File: src/logic/denise_params.svh
`ifndef DENISE_PARAMS_SVH
`define DENISE_PARAMS_SVH

// --------------------------------------------------
// widths

`define RGB_W 12 // three 4-bit guns
`define ADDR_W 8 // register word address
`define DATA_W 16

// bus master parks here when no register is accessed
`define IDLE_ADDR {`ADDR_W{1'b1}}

// --------------------------------------------------
// table sizes

`define NUM_COLORS 32
`define NUM_HAM_COLORS 16 // shadows the first half of the colour table
`define NUM_SPRITES 8

// collision control after reset
// all planes enabled with match value one, all odd sprites enabled
`define CLXCON_RESET 16'hffff

`endif

File: src/logic/denise_pkg.sv
`default_nettype none
`include "denise_params.svh"

package denise_pkg;

	// register word addresses (byte address shifted right by one)
	typedef enum logic [`ADDR_W-1:0] {
		clxdat = 8'h07, // collision data, only readable register
		diwstrt = 8'h47, // window start, vertical in 15:8
		diwstop = 8'h48, // window stop
		clxcon = 8'h4c, // collision control
		bplcon0 = 8'h80, // bit 11 is HAM
		bplcon2 = 8'h82, // sprite vs playfield priority
		colour_base = 8'hc0 // 32 colour registers from here
	} reg_addr_e;

	// top two bitplane bits in HAM mode
	typedef enum logic [1:0] {
		ham_load = 2'b00, // take palette entry
		ham_mod_blue = 2'b01,
		ham_mod_red = 2'b10,
		ham_mod_green = 2'b11
	} ham_op_e;

	typedef struct packed {
		logic [`RGB_W/3-1:0] red;
		logic [`RGB_W/3-1:0] green;
		logic [`RGB_W/3-1:0] blue;
	} rgb_t;

endpackage

`default_nettype wire

File: src/logic/reg_bus_if.sv
`timescale 1ns/1ps
`default_nettype none
`include "denise_params.svh"

// strobe style register bus, one access per cycle, no wait states
interface reg_bus_if;

	logic [`ADDR_W-1:0] addr; // word address
	logic [`DATA_W-1:0] wdata;
	logic write; // data lands at this edge
	logic read; // clxdat read also clears the sticky bits

	// top level drives everything
	modport master (output addr, wdata, write, read);

	// register owners only listen, each decodes its own addresses
	modport target (input addr, wdata, write, read);

endinterface

`default_nettype wire

File: src/logic/collision_detect.sv
`timescale 1ns/1ps
`default_nettype none
`include "denise_params.svh"

module collision_detect
	import denise_pkg::*;
(
	input wire clk,
	input wire reset,
	input wire [5:0] bpl_data,
	input wire [`NUM_SPRITES-1:0] spr_valid,
	reg_bus_if.target bus,
	output logic [`DATA_W-1:0] rdata // zero unless clxdat is read
);

	// clx_ctrl fields
	// 15:12 odd sprite enables, 11:6 plane enables, 5:0 plane match values
	logic [`DATA_W-1:0] clx_ctrl;
	logic [14:0] clx_sticky;
	logic [14:0] clx_hit; // collisions in this pixel
	logic [5:0] plane_match;
	logic odd_match; // planes 1, 3, 5
	logic even_match; // planes 2, 4, 6
	logic [3:0] spr_match; // per sprite group
	logic clx_read;

	assign clx_read = bus.read && bus.addr == clxdat;

	always_ff @(posedge clk)
	begin
		if (reset)
			clx_ctrl <= `CLXCON_RESET;
		else if (bus.write && bus.addr == clxcon)
			clx_ctrl <= bus.wdata;
	end

	// --------------------------------------------------
	// match logic

	// a disabled plane always matches
	assign plane_match = ~(bpl_data ^ clx_ctrl[5:0]) | ~clx_ctrl[11:6];
	assign odd_match = plane_match[4] & plane_match[2] & plane_match[0];
	assign even_match = plane_match[5] & plane_match[3] & plane_match[1];

	always_comb
	begin
		for (int g = 0; g < 4; g++)
			spr_match[g] = spr_valid[2*g] | (spr_valid[2*g+1] & clx_ctrl[12+g]);
	end

	always_comb
	begin
		clx_hit[0] = odd_match & even_match; // odd vs even planes
		for (int g = 0; g < 4; g++)
		begin
			clx_hit[1+g] = odd_match & spr_match[g];
			clx_hit[5+g] = even_match & spr_match[g];
		end
		clx_hit[9] = spr_match[0] & spr_match[1]; // sprite vs sprite from here
		clx_hit[10] = spr_match[0] & spr_match[2];
		clx_hit[11] = spr_match[0] & spr_match[3];
		clx_hit[12] = spr_match[1] & spr_match[2];
		clx_hit[13] = spr_match[1] & spr_match[3];
		clx_hit[14] = spr_match[2] & spr_match[3];
	end

	// --------------------------------------------------
	// sticky register, cleared by a clxdat read

	always_ff @(posedge clk)
	begin
		if (reset || clx_read)
			clx_sticky <= '0; // hits in the read cycle are dropped
		else
			clx_sticky <= clx_sticky | clx_hit;
	end

	assign rdata = clx_read ? {1'b1, clx_sticky} : '0; // bit 15 reads as one

endmodule

`default_nettype wire

File: src/logic/color_table.sv
`timescale 1ns/1ps
`default_nettype none
`include "denise_params.svh"

module color_table
	import denise_pkg::*;
(
	input wire clk,
	input wire [5:0] select, // bit 5 selects half brite
	reg_bus_if.target bus,
	output rgb_t rgb
);

	localparam int idx_w = $clog2(`NUM_COLORS);
	localparam logic [`ADDR_W-1:0] base_addr = colour_base;

	rgb_t palette [`NUM_COLORS]; // distributed ram, no reset
	rgb_t sel_color;

	// 32-word block at colour_base, low address bits pick the entry
	always_ff @(posedge clk)
	begin
		if (bus.write && bus.addr[`ADDR_W-1:idx_w] == base_addr[`ADDR_W-1:idx_w])
			palette[bus.addr[idx_w-1:0]] <= rgb_t'(bus.wdata[`RGB_W-1:0]);
	end

	assign sel_color = palette[select[idx_w-1:0]]; // async read

	// extra half brite
	always_comb
	begin
		rgb = sel_color;
		if (select[idx_w])
		begin
			rgb.red = sel_color.red >> 1; // each gun halved
			rgb.green = sel_color.green >> 1;
			rgb.blue = sel_color.blue >> 1;
		end
	end

endmodule

`default_nettype wire

File: src/logic/denise_top.sv
`timescale 1ns/1ps
`default_nettype none
`include "denise_params.svh"

module denise_top
	import denise_pkg::*;
(
	input wire clk,
	input wire reset,
	input wire sol,
	input wire sof,
	input wire [`ADDR_W-1:0] reg_addr,
	input wire [`DATA_W-1:0] reg_wdata,
	input wire reg_write,
	input wire reg_read,
	input wire [5:0] bpl_data, // playfield colour index
	input wire [`NUM_SPRITES-1:0] spr_valid,
	input wire [3:0] spr_color, // index into colours 16..31
	input wire blank,
	output logic [`DATA_W-1:0] reg_rdata,
	output logic [3:0] red,
	output logic [3:0] green,
	output logic [3:0] blue
);

	reg_bus_if bus ();

	logic ham_mode; // bplcon0 bit 11
	logic [5:0] pri_ctrl; // bplcon2, pf2 in 5:3, pf1 in 2:0
	logic window;
	logic spr_select;
	logic spr_select_d; // delay stage
	logic [5:0] pf_data_d;
	logic [3:0] spr_color_d;
	logic [5:0] table_sel;
	rgb_t table_rgb;
	rgb_t ham_rgb;
	rgb_t mux_rgb;
	rgb_t out_rgb; // output register

	assign bus.addr = reg_addr;
	assign bus.wdata = reg_wdata;
	assign bus.write = reg_write;
	assign bus.read = reg_read;

	// --------------------------------------------------
	// control registers

	always_ff @(posedge clk)
	begin
		if (reset)
		begin
			ham_mode <= 1'b0;
			pri_ctrl <= '0;
		end
		else if (bus.write)
		begin
			if (bus.addr == bplcon0)
				ham_mode <= bus.wdata[11];
			if (bus.addr == bplcon2)
				pri_ctrl <= bus.wdata[5:0];
		end
	end

	display_window i_display_window (.clk, .sol, .sof, .bus(bus.target), .window);

	sprite_priority i_sprite_priority (
		.spr_valid,
		.pf1_pri(pri_ctrl[2:0]),
		.pf2_pri(pri_ctrl[5:3]),
		.pf_valid({1'b0, |bpl_data}), // single playfield, colour 0 is transparent
		.spr_select
	);

	color_table i_color_table (.clk, .select(table_sel), .bus(bus.target), .rgb(table_rgb));

	ham_generator i_ham_generator (.clk, .bpl_data, .bus(bus.target), .rgb(ham_rgb));

	collision_detect i_collision_detect (
		.clk,
		.reset,
		.bpl_data,
		.spr_valid,
		.bus(bus.target),
		.rdata(reg_rdata)
	);

	// one pixel delay, lines up with the HAM hold register
	always_ff @(posedge clk)
	begin
		spr_select_d <= spr_select;
		pf_data_d <= bpl_data;
		spr_color_d <= spr_color;
	end

	// --------------------------------------------------
	// colour multiplexers

	always_comb
	begin
		if (!window)
			table_sel = 6'd0; // border colour
		else if (ham_mode || spr_select_d)
			table_sel = {2'b01, spr_color_d};
		else
			table_sel = pf_data_d;
	end

	// HAM colour only for playfield pixels inside the window
	assign mux_rgb = (ham_mode && window && !spr_select_d) ? ham_rgb : table_rgb;

	always_ff @(posedge clk)
	begin
		if (blank)
			out_rgb <= '0;
		else
			out_rgb <= mux_rgb;
	end

	assign red = out_rgb.red;
	assign green = out_rgb.green;
	assign blue = out_rgb.blue;

endmodule

`default_nettype wire

File: src/logic/display_window.sv
`timescale 1ns/1ps
`default_nettype none
`include "denise_params.svh"

module display_window
	import denise_pkg::*;
(
	input wire clk,
	input wire sol, // start of line
	input wire sof, // start of frame
	reg_bus_if.target bus,
	output logic window // beam inside display window
);

	logic [`DATA_W-1:0] diw_start; // vstart 15:8, hstart 7:0
	logic [`DATA_W-1:0] diw_stop; // vstop 15:8, hstop 7:0
	logic [8:0] hpos; // local beam counters
	logic [8:0] vpos;
	logic h_win;
	logic v_win;

	// --------------------------------------------------
	// window position registers

	always_ff @(posedge clk)
	begin
		if (bus.write && bus.addr == diwstrt)
			diw_start <= bus.wdata;
		if (bus.write && bus.addr == diwstop)
			diw_stop <= bus.wdata;
	end

	// --------------------------------------------------
	// beam counters, synced by sol and sof

	always_ff @(posedge clk)
	begin
		if (sol)
			hpos <= '0;
		else
			hpos <= hpos + 9'd1; // one lores pixel per clock
	end

	always_ff @(posedge clk)
	begin
		if (sof)
			vpos <= '0;
		else if (sol)
			vpos <= vpos + 9'd1;
	end

	// --------------------------------------------------
	// window flags, one edge behind the counter match

	always_ff @(posedge clk)
	begin
		if (hpos == {1'b0, diw_start[7:0]}) // start always in left half
			h_win <= 1'b1;
		else if (hpos == {1'b1, diw_stop[7:0]}) // stop always in right half
			h_win <= 1'b0;
	end

	always_ff @(posedge clk)
	begin
		if (vpos == {1'b0, diw_start[15:8]})
			v_win <= 1'b1;
		// stop row bit 8 is the inverse of bit 7
		else if (vpos == {~diw_stop[15], diw_stop[15:8]})
			v_win <= 1'b0;
	end

	assign window = h_win & v_win;

endmodule

`default_nettype wire

File: src/logic/ham_generator.sv
`timescale 1ns/1ps
`default_nettype none
`include "denise_params.svh"

module ham_generator
	import denise_pkg::*;
(
	input wire clk,
	input wire [5:0] bpl_data, // op in 5:4, value in 3:0
	reg_bus_if.target bus,
	output rgb_t rgb
);

	localparam int idx_w = $clog2(`NUM_HAM_COLORS);
	localparam logic [`ADDR_W-1:0] base_addr = colour_base;

	// private copy of colours 0..15 so sprites keep the full table
	rgb_t ham_palette [`NUM_HAM_COLORS];
	rgb_t ham_color;
	rgb_t hold_rgb; // last pixel colour
	ham_op_e ham_op;
	logic [idx_w-1:0] mod_val;

	always_ff @(posedge clk)
	begin
		if (bus.write && bus.addr[`ADDR_W-1:idx_w] == base_addr[`ADDR_W-1:idx_w])
			ham_palette[bus.addr[idx_w-1:0]] <= rgb_t'(bus.wdata[`RGB_W-1:0]);
	end

	assign ham_op = ham_op_e'(bpl_data[5:4]);
	assign mod_val = bpl_data[idx_w-1:0];
	assign ham_color = ham_palette[mod_val];

	// --------------------------------------------------
	// hold and modify, same edge as the top level delay stage

	always_ff @(posedge clk)
	begin
		case (ham_op)
			ham_load: hold_rgb <= ham_color;
			ham_mod_blue: hold_rgb.blue <= mod_val; // red, green held
			ham_mod_red: hold_rgb.red <= mod_val;
			ham_mod_green: hold_rgb.green <= mod_val;
			default: hold_rgb <= hold_rgb;
		endcase
	end

	assign rgb = hold_rgb;

endmodule

`default_nettype wire

File: src/logic/sprite_priority.sv
`timescale 1ns/1ps
`default_nettype none
`include "denise_params.svh"

module sprite_priority (
	input wire [`NUM_SPRITES-1:0] spr_valid, // per sprite pixel valid
	input wire [2:0] pf1_pri, // bplcon2 2:0
	input wire [2:0] pf2_pri, // bplcon2 5:3
	input wire [1:0] pf_valid, // bit 0 playfield 1, bit 1 playfield 2
	output logic spr_select // sprite pixel goes out
);

	localparam int num_groups = `NUM_SPRITES / 2;

	logic [num_groups-1:0] spr_group; // sprites paired 0/1, 2/3 ...
	logic [2:0] spr_code; // 1..4 frontmost group, 7 for none
	logic pf1_front;
	logic pf2_front;

	always_comb
	begin
		for (int i = 0; i < num_groups; i++)
			spr_group[i] = |spr_valid[2*i +: 2];
	end

	// priority encoder, lowest group is in front
	always_comb
	begin
		spr_code = 3'd7;
		for (int i = num_groups - 1; i >= 0; i--)
		begin
			if (spr_group[i])
				spr_code = 3'(i + 1);
		end
	end

	// playfield in front when its priority is below the group code
	assign pf1_front = spr_code > pf1_pri;
	assign pf2_front = spr_code > pf2_pri;

	always_comb
	begin
		if (spr_code == 3'd7)
			spr_select = 1'b0; // nothing to show
		else if (pf1_front && pf_valid[0])
			spr_select = 1'b0;
		else if (pf2_front && pf_valid[1])
			spr_select = 1'b0;
		else
			spr_select = 1'b1;
	end

endmodule

`default_nettype wire

File: config.mk
export PLATFORM = sky130hd
export DESIGN_NAME = denise_top
export DESIGN_NICKNAME = d
export VERILOG_FILES = /design/src/logic/denise_pkg.sv /design/src/logic/reg_bus_if.sv /design/src/logic/collision_detect.sv /design/src/logic/color_table.sv /design/src/logic/denise_top.sv /design/src/logic/display_window.sv /design/src/logic/ham_generator.sv /design/src/logic/sprite_priority.sv
export VERILOG_INCLUDE_DIRS = /design/src /design/src/logic
export SDC_FILE = /design/constraint.sdc
export NUM_CORES = 1
export LEC_CHECK = 0
export CORE_MARGIN = 8
export CORE_UTILIZATION = 35
export DETAILED_ROUTE_END_ITERATION = 10
export DONT_BUFFER_PORTS = 1
export PLACE_DENSITY = 0.5
export SYNTH_ARGS = -nofsm -noshare
export SYNTH_HDL_FRONTEND = slang
export SYNTH_SLANG_ARGS = --single-unit
export TNS_END_PERCENT = 20
File: constraint.sdc
create_clock -name clk -period 3.3 [get_ports clk]
set_input_delay 0 -clock clk [delete_from_list [all_inputs] [get_ports clk]]
set_output_delay 0 -clock clk [all_outputs]
set_load 0.1 [all_outputs]
==> reports/qor.csv, run 1 <==
stage,metric,value,unit
outcome,status,finished clean,
finish,final_area,33300,µm²
floorplanning,io-pin-count,77,
timing,max_freq,313,MHz
pwr,p_sw_share,21.3,%
global_routing,grt_pass1_wl,119000,µm
global_routing,grt_max_degree,53,
detailed_routing,drt-initial-drc-count,1589,
critical_path,max_stage_delay,0.58,ns
clocking,numCtsBuffers,76,
floorplanning,die_h,298,µm
global_routing,grt_pass1_vias,16700,
placement,gpl.final_weighted_congestion,0.863,
synthesis,yosysSeqAreaShare,72.4,%
synthesis,ys_warn_count,0,
detailed_routing,wl,82100,µm
placement,placedInstanceArea,29700,µm²
flow_run,maxCapViolCount,0,
detailed_routing,drc,0,
synthesis,synth_edf_count,620,
floorplanning,core,78900,µm²
floorplanning,start_util,35.3,%
synthesis,synth_area,27900,µm²
critical_path,worstPathCellList,buf_4 -> or3b_1 -> a21oi_4 -> buf_12 -> mux2i_1 -> o22ai_1 -> nor3_1 -> a211oi_1 -> a221o_1,
synthesis,synth_top_area_share,66.8,%
global_routing,overflow,0,
pwr,p_switching,0.00414,W
hold_path,hold_class,in2reg,
clocking,clkLatencyLatePin,0.62,ns
floorplanning,die_w,298,µm
placement,dp_hpwl,50700,µm
synthesis,syn_nets,1862,
pwr,clockPowerShare,45.1,%
synthesis,synthArstFlopShare,0,%
clocking,cts_tree,built,
timing,hold_viol_final,0,
timing,period_share,96.9,%
synthesis,synthTopCellsByArea,"edfxtp_1 67%, dfxtp_1 5.6%, mux4_2 4.2%, mux2i_1 3.1%, nand2_1 2.3%",
synthesis,synth_ff_type,edfxtp_1,
timing,finalSetupViolations,0,
timing,drv_slew,0,
timing,worstMarginPinSlew,1.23,ns
pwr,p_comb_share,4.6,%
detailed_routing,vias_per_cell,5.40,
finish,fin_nets,2032,
critical_path,critPathKind,reg2reg,
clocking,htreeDepth,3,
critical_path,cp.arrival,3.70,ns
placement,port_buffers,0,
timing,slew_headroom,17.7,%
synthesis,syn_inst,1804,
pwr,irDropWorstVdd,0.426,mV
floorplanning,die_area,88900,µm²
synthesis,syn_avg_cell_area,15.5,µm²
clocking,clockBufferDepth,3,
detailed_routing,firstDrtPassIters,6,
detailed_routing,wl_per_cell,26.6,µm
timing,fin_crit,3.20,ns
pwr,p_leak,11.1,nW
global_routing,grt_usage,18.0,%
critical_path,crit_required,3.80,ns
timing,finClkSkew,0.0182,ns
synthesis,synth_top_cell_by_area,edfxtp_1,
pwr,internal_power,0.0153,W
synthesis,yosys_register_bits,698,
critical_path,critical_path_buf_inv_count,2,
critical_path,path_max_fanout,30,
critical_path,startpoint_type,flip-flop,
critical_path,cp_top_family,compound AO/OA/AOI/OAI gates,
synthesis,ys_types,84,
finish,area_growth,19.5,%
timing,rsz0062_at_grt,false,
detailed_routing,vias,16700,
floorplanning,num_rows,103,
pwr,p_per_area,583,nW/µm²
finish,drive_above_1_share,16.6,%
clocking,cts.clk_slew.worst_paths,0.06,ns
critical_path,crit_slowest_cell,nor3_1,
detailed_routing,ant_nets,0,
critical_path,crit_path_end_kind,flip-flop,
pwr,pwr-share-seq,50.4,%
clocking,cts_sinks,698,
global_routing,antenna_found_initial,1,
clocking,cts_resized,0,
timing,setup_tns,0,ns
clocking,clock-root-buffer,clkbuf_16,
logic make-up (layout without fill, tap and decap cells):
logic type,Yosys count,in the layout,synth area share (%)
DFF,698,698,72.4
other,0,1,0
muxes,159,159,8.13
and+or+nand+nor,473,473,8.21
xor gates and xnor gates,48,48,1.51
buffers and inverters,116,348,2.04
adders and majority gates,9,9,0.404
AOI/OAI and AO/OA,301,301,7.32
per-stage QoR:
stage               setup slack [ns]  power [W]  std cells  util [%]  hold WS, ns
global placement               0.149     0.0105       2862      37.6       0.0278
floorplan                      0.822     0.0104       1804         -       0.0277
CTS                            0.142     0.0196       3084      42.2     0.000841
finish                         0.102     0.0194       3087      42.2       0.0151
detailed placement             0.161     0.0105       2862      37.6       0.0278
global route                  0.0435     0.0200       3086      42.2      0.00778
synth_stat cells, types with 10 or more instances:
cell type,n
o21ai_0,37
buf_4,10
buf_2,32
a22oi_1,13
nand3b_1,21
nand4_1,15
xnor2_1,21
and3_1,11
o22ai_1,31
o31ai_1,12
edfxtp_1,620
nor3_1,19
a21oi_1,89
nor2_1,102
mux2_2,19
mux4_2,52
xor2_1,27
nor4_1,15
mux2i_1,87
nand3_1,44
and2_1,27
a211oi_1,14
clkbuf_1,55
nand2_1,171
dfxtp_1,78
power by group through the flow:
| stage | Combinational (W) | Clock, W | Sequential, W |
|---|---|---|---|
| floorplan | 0.000409 | 0 | 0.00995 |
| global placement | 0.000573 | 0 | 0.00997 |
| detailed placement | 0.000578 | 0 | 0.00997 |
| CTS | 0.000888 | 0.00889 | 0.00978 |
| global route | 0.000936 | 0.00925 | 0.00979 |
| finish | 0.000887 | 0.00876 | 0.00979 |
state kept, by name, indices dropped and copies added (netlist names), 3 cells and up:
name / count
i_display_window.hpos: 9
pri_ctrl: 3
i_collision_detect.clx_ctrl: 16
blue: 4
i_ham_generator.ham_palette: 192
green: 4
i_color_table.palette: 384
spr_color_d: 4
i_display_window.vpos: 9
red: 4
i_collision_detect.clx_sticky: 15
i_display_window.diw_start: 16
i_display_window.diw_stop: 16
pf_data_d: 6
i_ham_generator.rgb: 12
placed cells by master (no fill, tap or decap), types with 9 or more instances in the layout:
| master | n |
|---|---|
| a211oi_1 | 14 |
| a21oi_1 | 88 |
| a221oi_1 | 9 |
| a22oi_1 | 13 |
| and2_1 | 27 |
| and3_1 | 11 |
| buf_16 | 13 |
| buf_4 | 108 |
| bufinv_16 | 9 |
| clkbuf_1 | 17 |
| clkbuf_16 | 81 |
| clkinv_1 | 9 |
| clkinv_2 | 11 |
| dfxtp_1 | 78 |
| dlygate4sd3_1 | 70 |
| edfxtp_1 | 620 |
| ha_1 | 9 |
| inv_1 | 9 |
| mux2_2 | 19 |
| mux2i_1 | 87 |
| mux4_2 | 52 |
| nand2_1 | 171 |
| nand3_1 | 44 |
| nand3b_1 | 21 |
| nand4_1 | 15 |
| nor2_1 | 102 |
| nor3_1 | 17 |
| nor4_1 | 15 |
| o211ai_1 | 9 |
| o21ai_0 | 37 |
| o22ai_1 | 31 |
| o31ai_1 | 12 |
| or3_1 | 9 |
| xnor2_1 | 21 |
| xor2_1 | 27 |
layout make-up:
type                       instances  area (µm²)
fill                            7119       45600
sequential                       698       20200
multi-input combinational        990        7180
clock buffer                     104        2150
timing repair buffer             199        2030
tap                             1050        1310
clock inverter                    36         428
inverter                           9        33.8
antenna                            1        2.50
worst register-to-register path: stages (launching register included):
cell	delay, ns
dfxtp_1	0.31
buf_4	0.16
or3b_1	0.41
a21oi_4	0.30
buf_12	0.26
mux2i_1	0.33
o22ai_1	0.12
nor3_1	0.58
a211oi_1	0.24
a221o_1	0.35
layer usage:
layer	up-vias	wire, µm	global-route usage, %
li1	7363	-	-
met1	8620	36700	25.3
met2	565	38100	28.4
met3	109	5810	4.29
met4	0	1440	3.70
met5	-	0	0
path summary, 6_finish.rpt:
path	startpoint	to	slack (ns)	cells past startpoint
worst max-delay path	spr_select_d	green[0]	0.10	9
worst min-delay path	bpl_data[0]	i_ham_generator.rgb[5]	0.02	3
worst min register to register	i_collision_detect.clx_sticky[2]	i_collision_detect.clx_sticky[2]	0.47	2
worst max register to register	spr_select_d	green[0]	0.10	9
timing repair:
item                      in CTS  in global routing
hold buffers                  82                  2
buffers inserted               0                  0
hold endpoints to repair     807                  1
No activity file was read; power rests on OpenSTA's default activity.
==> run 2, diff against run 1 <==
RECOVER_POWER = 100   (was default)
==> run 2 against run 1 <==
  * The flow now finishes with violations (capacitance limit, slew limit)
  * Cell area is 1.4% lower
  * Die area stayed put
  * Sequential power hardly changed
  * Setup slack better by 0.024 ns
  * Flip-flop and latch count stayed put
  * Critical path type is now in2reg
  * Largest cell class unchanged
==> reports/qor.csv, run 2 (synthesis gave the netlist of run 1 again) <==
stage,metric,value,unit,change
outcome,status,"complete, but fails checks",,
outcome,failed_checks,"capacitance limit, slew limit",,
finish,largest_reg_flops,384,,unchanged
detailed_routing,vias_per_cell,5.41,,+0.26%
critical_path,path_max_fanout,52,,+73%
global_routing,antenna_found_initial,1,,unchanged
detailed_routing,ant_nets,0,,unchanged
floorplanning,start_util,35.3,%,unchanged
clocking,cts_resized,0,,unchanged
flow_run,maxCapViolCount,12,,+12
timing,setup_ws,0.126,ns,+0.0242 ns
timing,whs,0.0249,ns,+0.00975 ns
floorplanning,die_w,298,µm,unchanged
timing,hold_viol_final,0,,unchanged
timing,drv_slew,573,,+573
hold_path,min_to,i_ham_generator.rgb[6],,
finish,mostFrequentLayoutCells,"620 x edfxtp_1, 171 x nand2_1, 102 x nor2_1",,
global_routing,grt_usage,18.0,%,unchanged
clocking,clock-root-buffer,clkbuf_16,,
detailed_routing,firstDrtPassIters,5,,-1
timing,finalSetupViolations,0,,unchanged
finish,area_growth,17.8,%,
placement,gpl.final_weighted_congestion,0.863,,unchanged
pwr,irDropWorstVdd,0.424,mV,-0.54%
placement,dp_hpwl,50700,µm,unchanged
timing,max_freq,315,MHz,+0.76%
floorplanning,core,78900,µm²,unchanged
clocking,hold_buffers,82,,unchanged
critical_path,reg2regPathDepth,9,,unchanged
clocking,clkLatencyLatePin,0.62,ns,about the same
clocking,clockBufferDepth,3,,unchanged
finish,final_area,32800,µm²,-1.4%
timing,period_share,96.2,%,-0.73 points
hold_path,hold_class,in2reg,,
timing,fin_crit,3.17,ns,-0.0242 ns
clocking,post_cts_buffers,0,,unchanged
timing,finClkSkew,0.0186,ns,+0.000383 ns
detailed_routing,drc,0,,unchanged
hold_path,hold_path.startpoint,bpl_data[0],,
critical_path,ff2ff_setup_slack,0.13,ns,+0.02 ns
critical_path,crit_required,3.85,ns,+0.05 ns
timing,setup_tns,0,ns,unchanged
pwr,p_leak,10.7,nW,-3.3%
floorplanning,num_rows,103,,unchanged
clocking,htreeDepth,3,,unchanged
finish,post-route-util,41.6,%,-0.60 points
floorplanning,die_area,88900,µm²,unchanged
critical_path,r2r-end,blue[2],,
finish,fin_nets,2032,,unchanged
finish,final_common_cell,edfxtp_1,,
finish,drive_above_1_share,12.9,%,-3.7 points
critical_path,crit_path_end_kind,flip-flop,,
hold_path,worstHoldPathCells,3,,unchanged
clocking,cts_tree,built,,
placement,port_buffers,0,,unchanged
critical_path,reg2reg_from,spr_select_d,,
critical_path,startpoint_type,primary input,,
global_routing,grt_pass1_vias,16700,,unchanged
global_routing,grt_pass1_wl,119000,µm,unchanged
detailed_routing,wl,82200,µm,+0.23%
timing,slew_headroom,-101,%,-120 points
global_routing,grt_max_degree,53,,unchanged
critical_path,cp.arrival,3.72,ns,+0.02 ns
detailed_routing,drt-initial-drc-count,1677,,+5.5%
timing,worstMarginPinSlew,3.01,ns,+1.78 ns
clocking,numCtsBuffers,76,,unchanged
detailed_routing,wl_per_cell,26.6,µm,+0.20%
pwr,p_per_area,591,nW/µm²,+1.3%
clocking,cts.clk_slew.worst_paths,0.06,ns,about the same
clocking,cts_sinks,698,,unchanged
global_routing,overflow,0,,unchanged
detailed_routing,vias,16700,,+0.29%
floorplanning,die_h,298,µm,unchanged
placement,placedInstanceArea,29700,µm²,unchanged
placement,pre_cts_ws,0.161,ns,unchanged
floorplanning,io-pin-count,77,,unchanged
timing,rsz0062_at_grt,false,,
critical_path,critPathKind,in2reg,,
[run 2: worst max path at each step]
stage	startpoint	end	slack, ns	cells past startpoint
final	reg_wdata[0]	pri_ctrl[0]	0.13	5
after global routing	spr_select_d	blue[2]	0.04	9
after detailed placement	spr_select_d	green[0]	0.16	9
after floorplan	ham_mode	green[2]	0.82	10
after global placement	spr_select_d	green[1]	0.15	9
after CTS	spr_select_d	green[0]	0.14	9
[run 2: layer usage]
metal | global-route usage [%] | share of wire, % | wire (µm) | up-vias
li1 | - | - | - | 7357
met1 | 25.3 | 44 | 36400 | 8655
met2 | 28.4 | 46 | 38000 | 582
met3 | 4.29 | 7.3 | 5990 | 112
met4 | 3.70 | 2.3 | 1880 | 0
met5 | 0 | 0 | 0 | -
[run 2: through the flow]
stage | power (W) | cells
after floorplan | 0.0104 | 1804
after global placement | 0.0105 | 2862
after detailed placement | 0.0105 | 2862
after CTS | 0.0196 | 3084
after global routing | 0.0199 | 3086
final | 0.0194 | 3088
[run 2: layout make-up]
cell class,instances,area (µm²)
clock buffer,104,2150
tap,1050,1310
timing repair buffer,199,1560
sequential,698,20200
clock inverter,36,428
inverter,9,33.8
antenna,2,5.00
multi-input combinational,990,7180
fill,7204,46000
[run 2: power by group]
| part | switching (W) | internal [W] | total, W |
|---|---|---|---|
| Clock | 0.00347 | 0.00529 | 0.00875 |
| Sequential | 0.000111 | 0.00969 | 0.00980 |
| Combinational | 0.000550 | 0.000292 | 0.000842 |
| Total | 0.00413 | 0.0153 | 0.0194 |
[run 2: critical path, stage by stage]
cell	delay (ns)
dlygate4sd3_1	0.61
clkdlybuf4s25_1	2.14
mux2i_1	0.19
dlygate4sd3_1	0.69
nor2_1	0.08
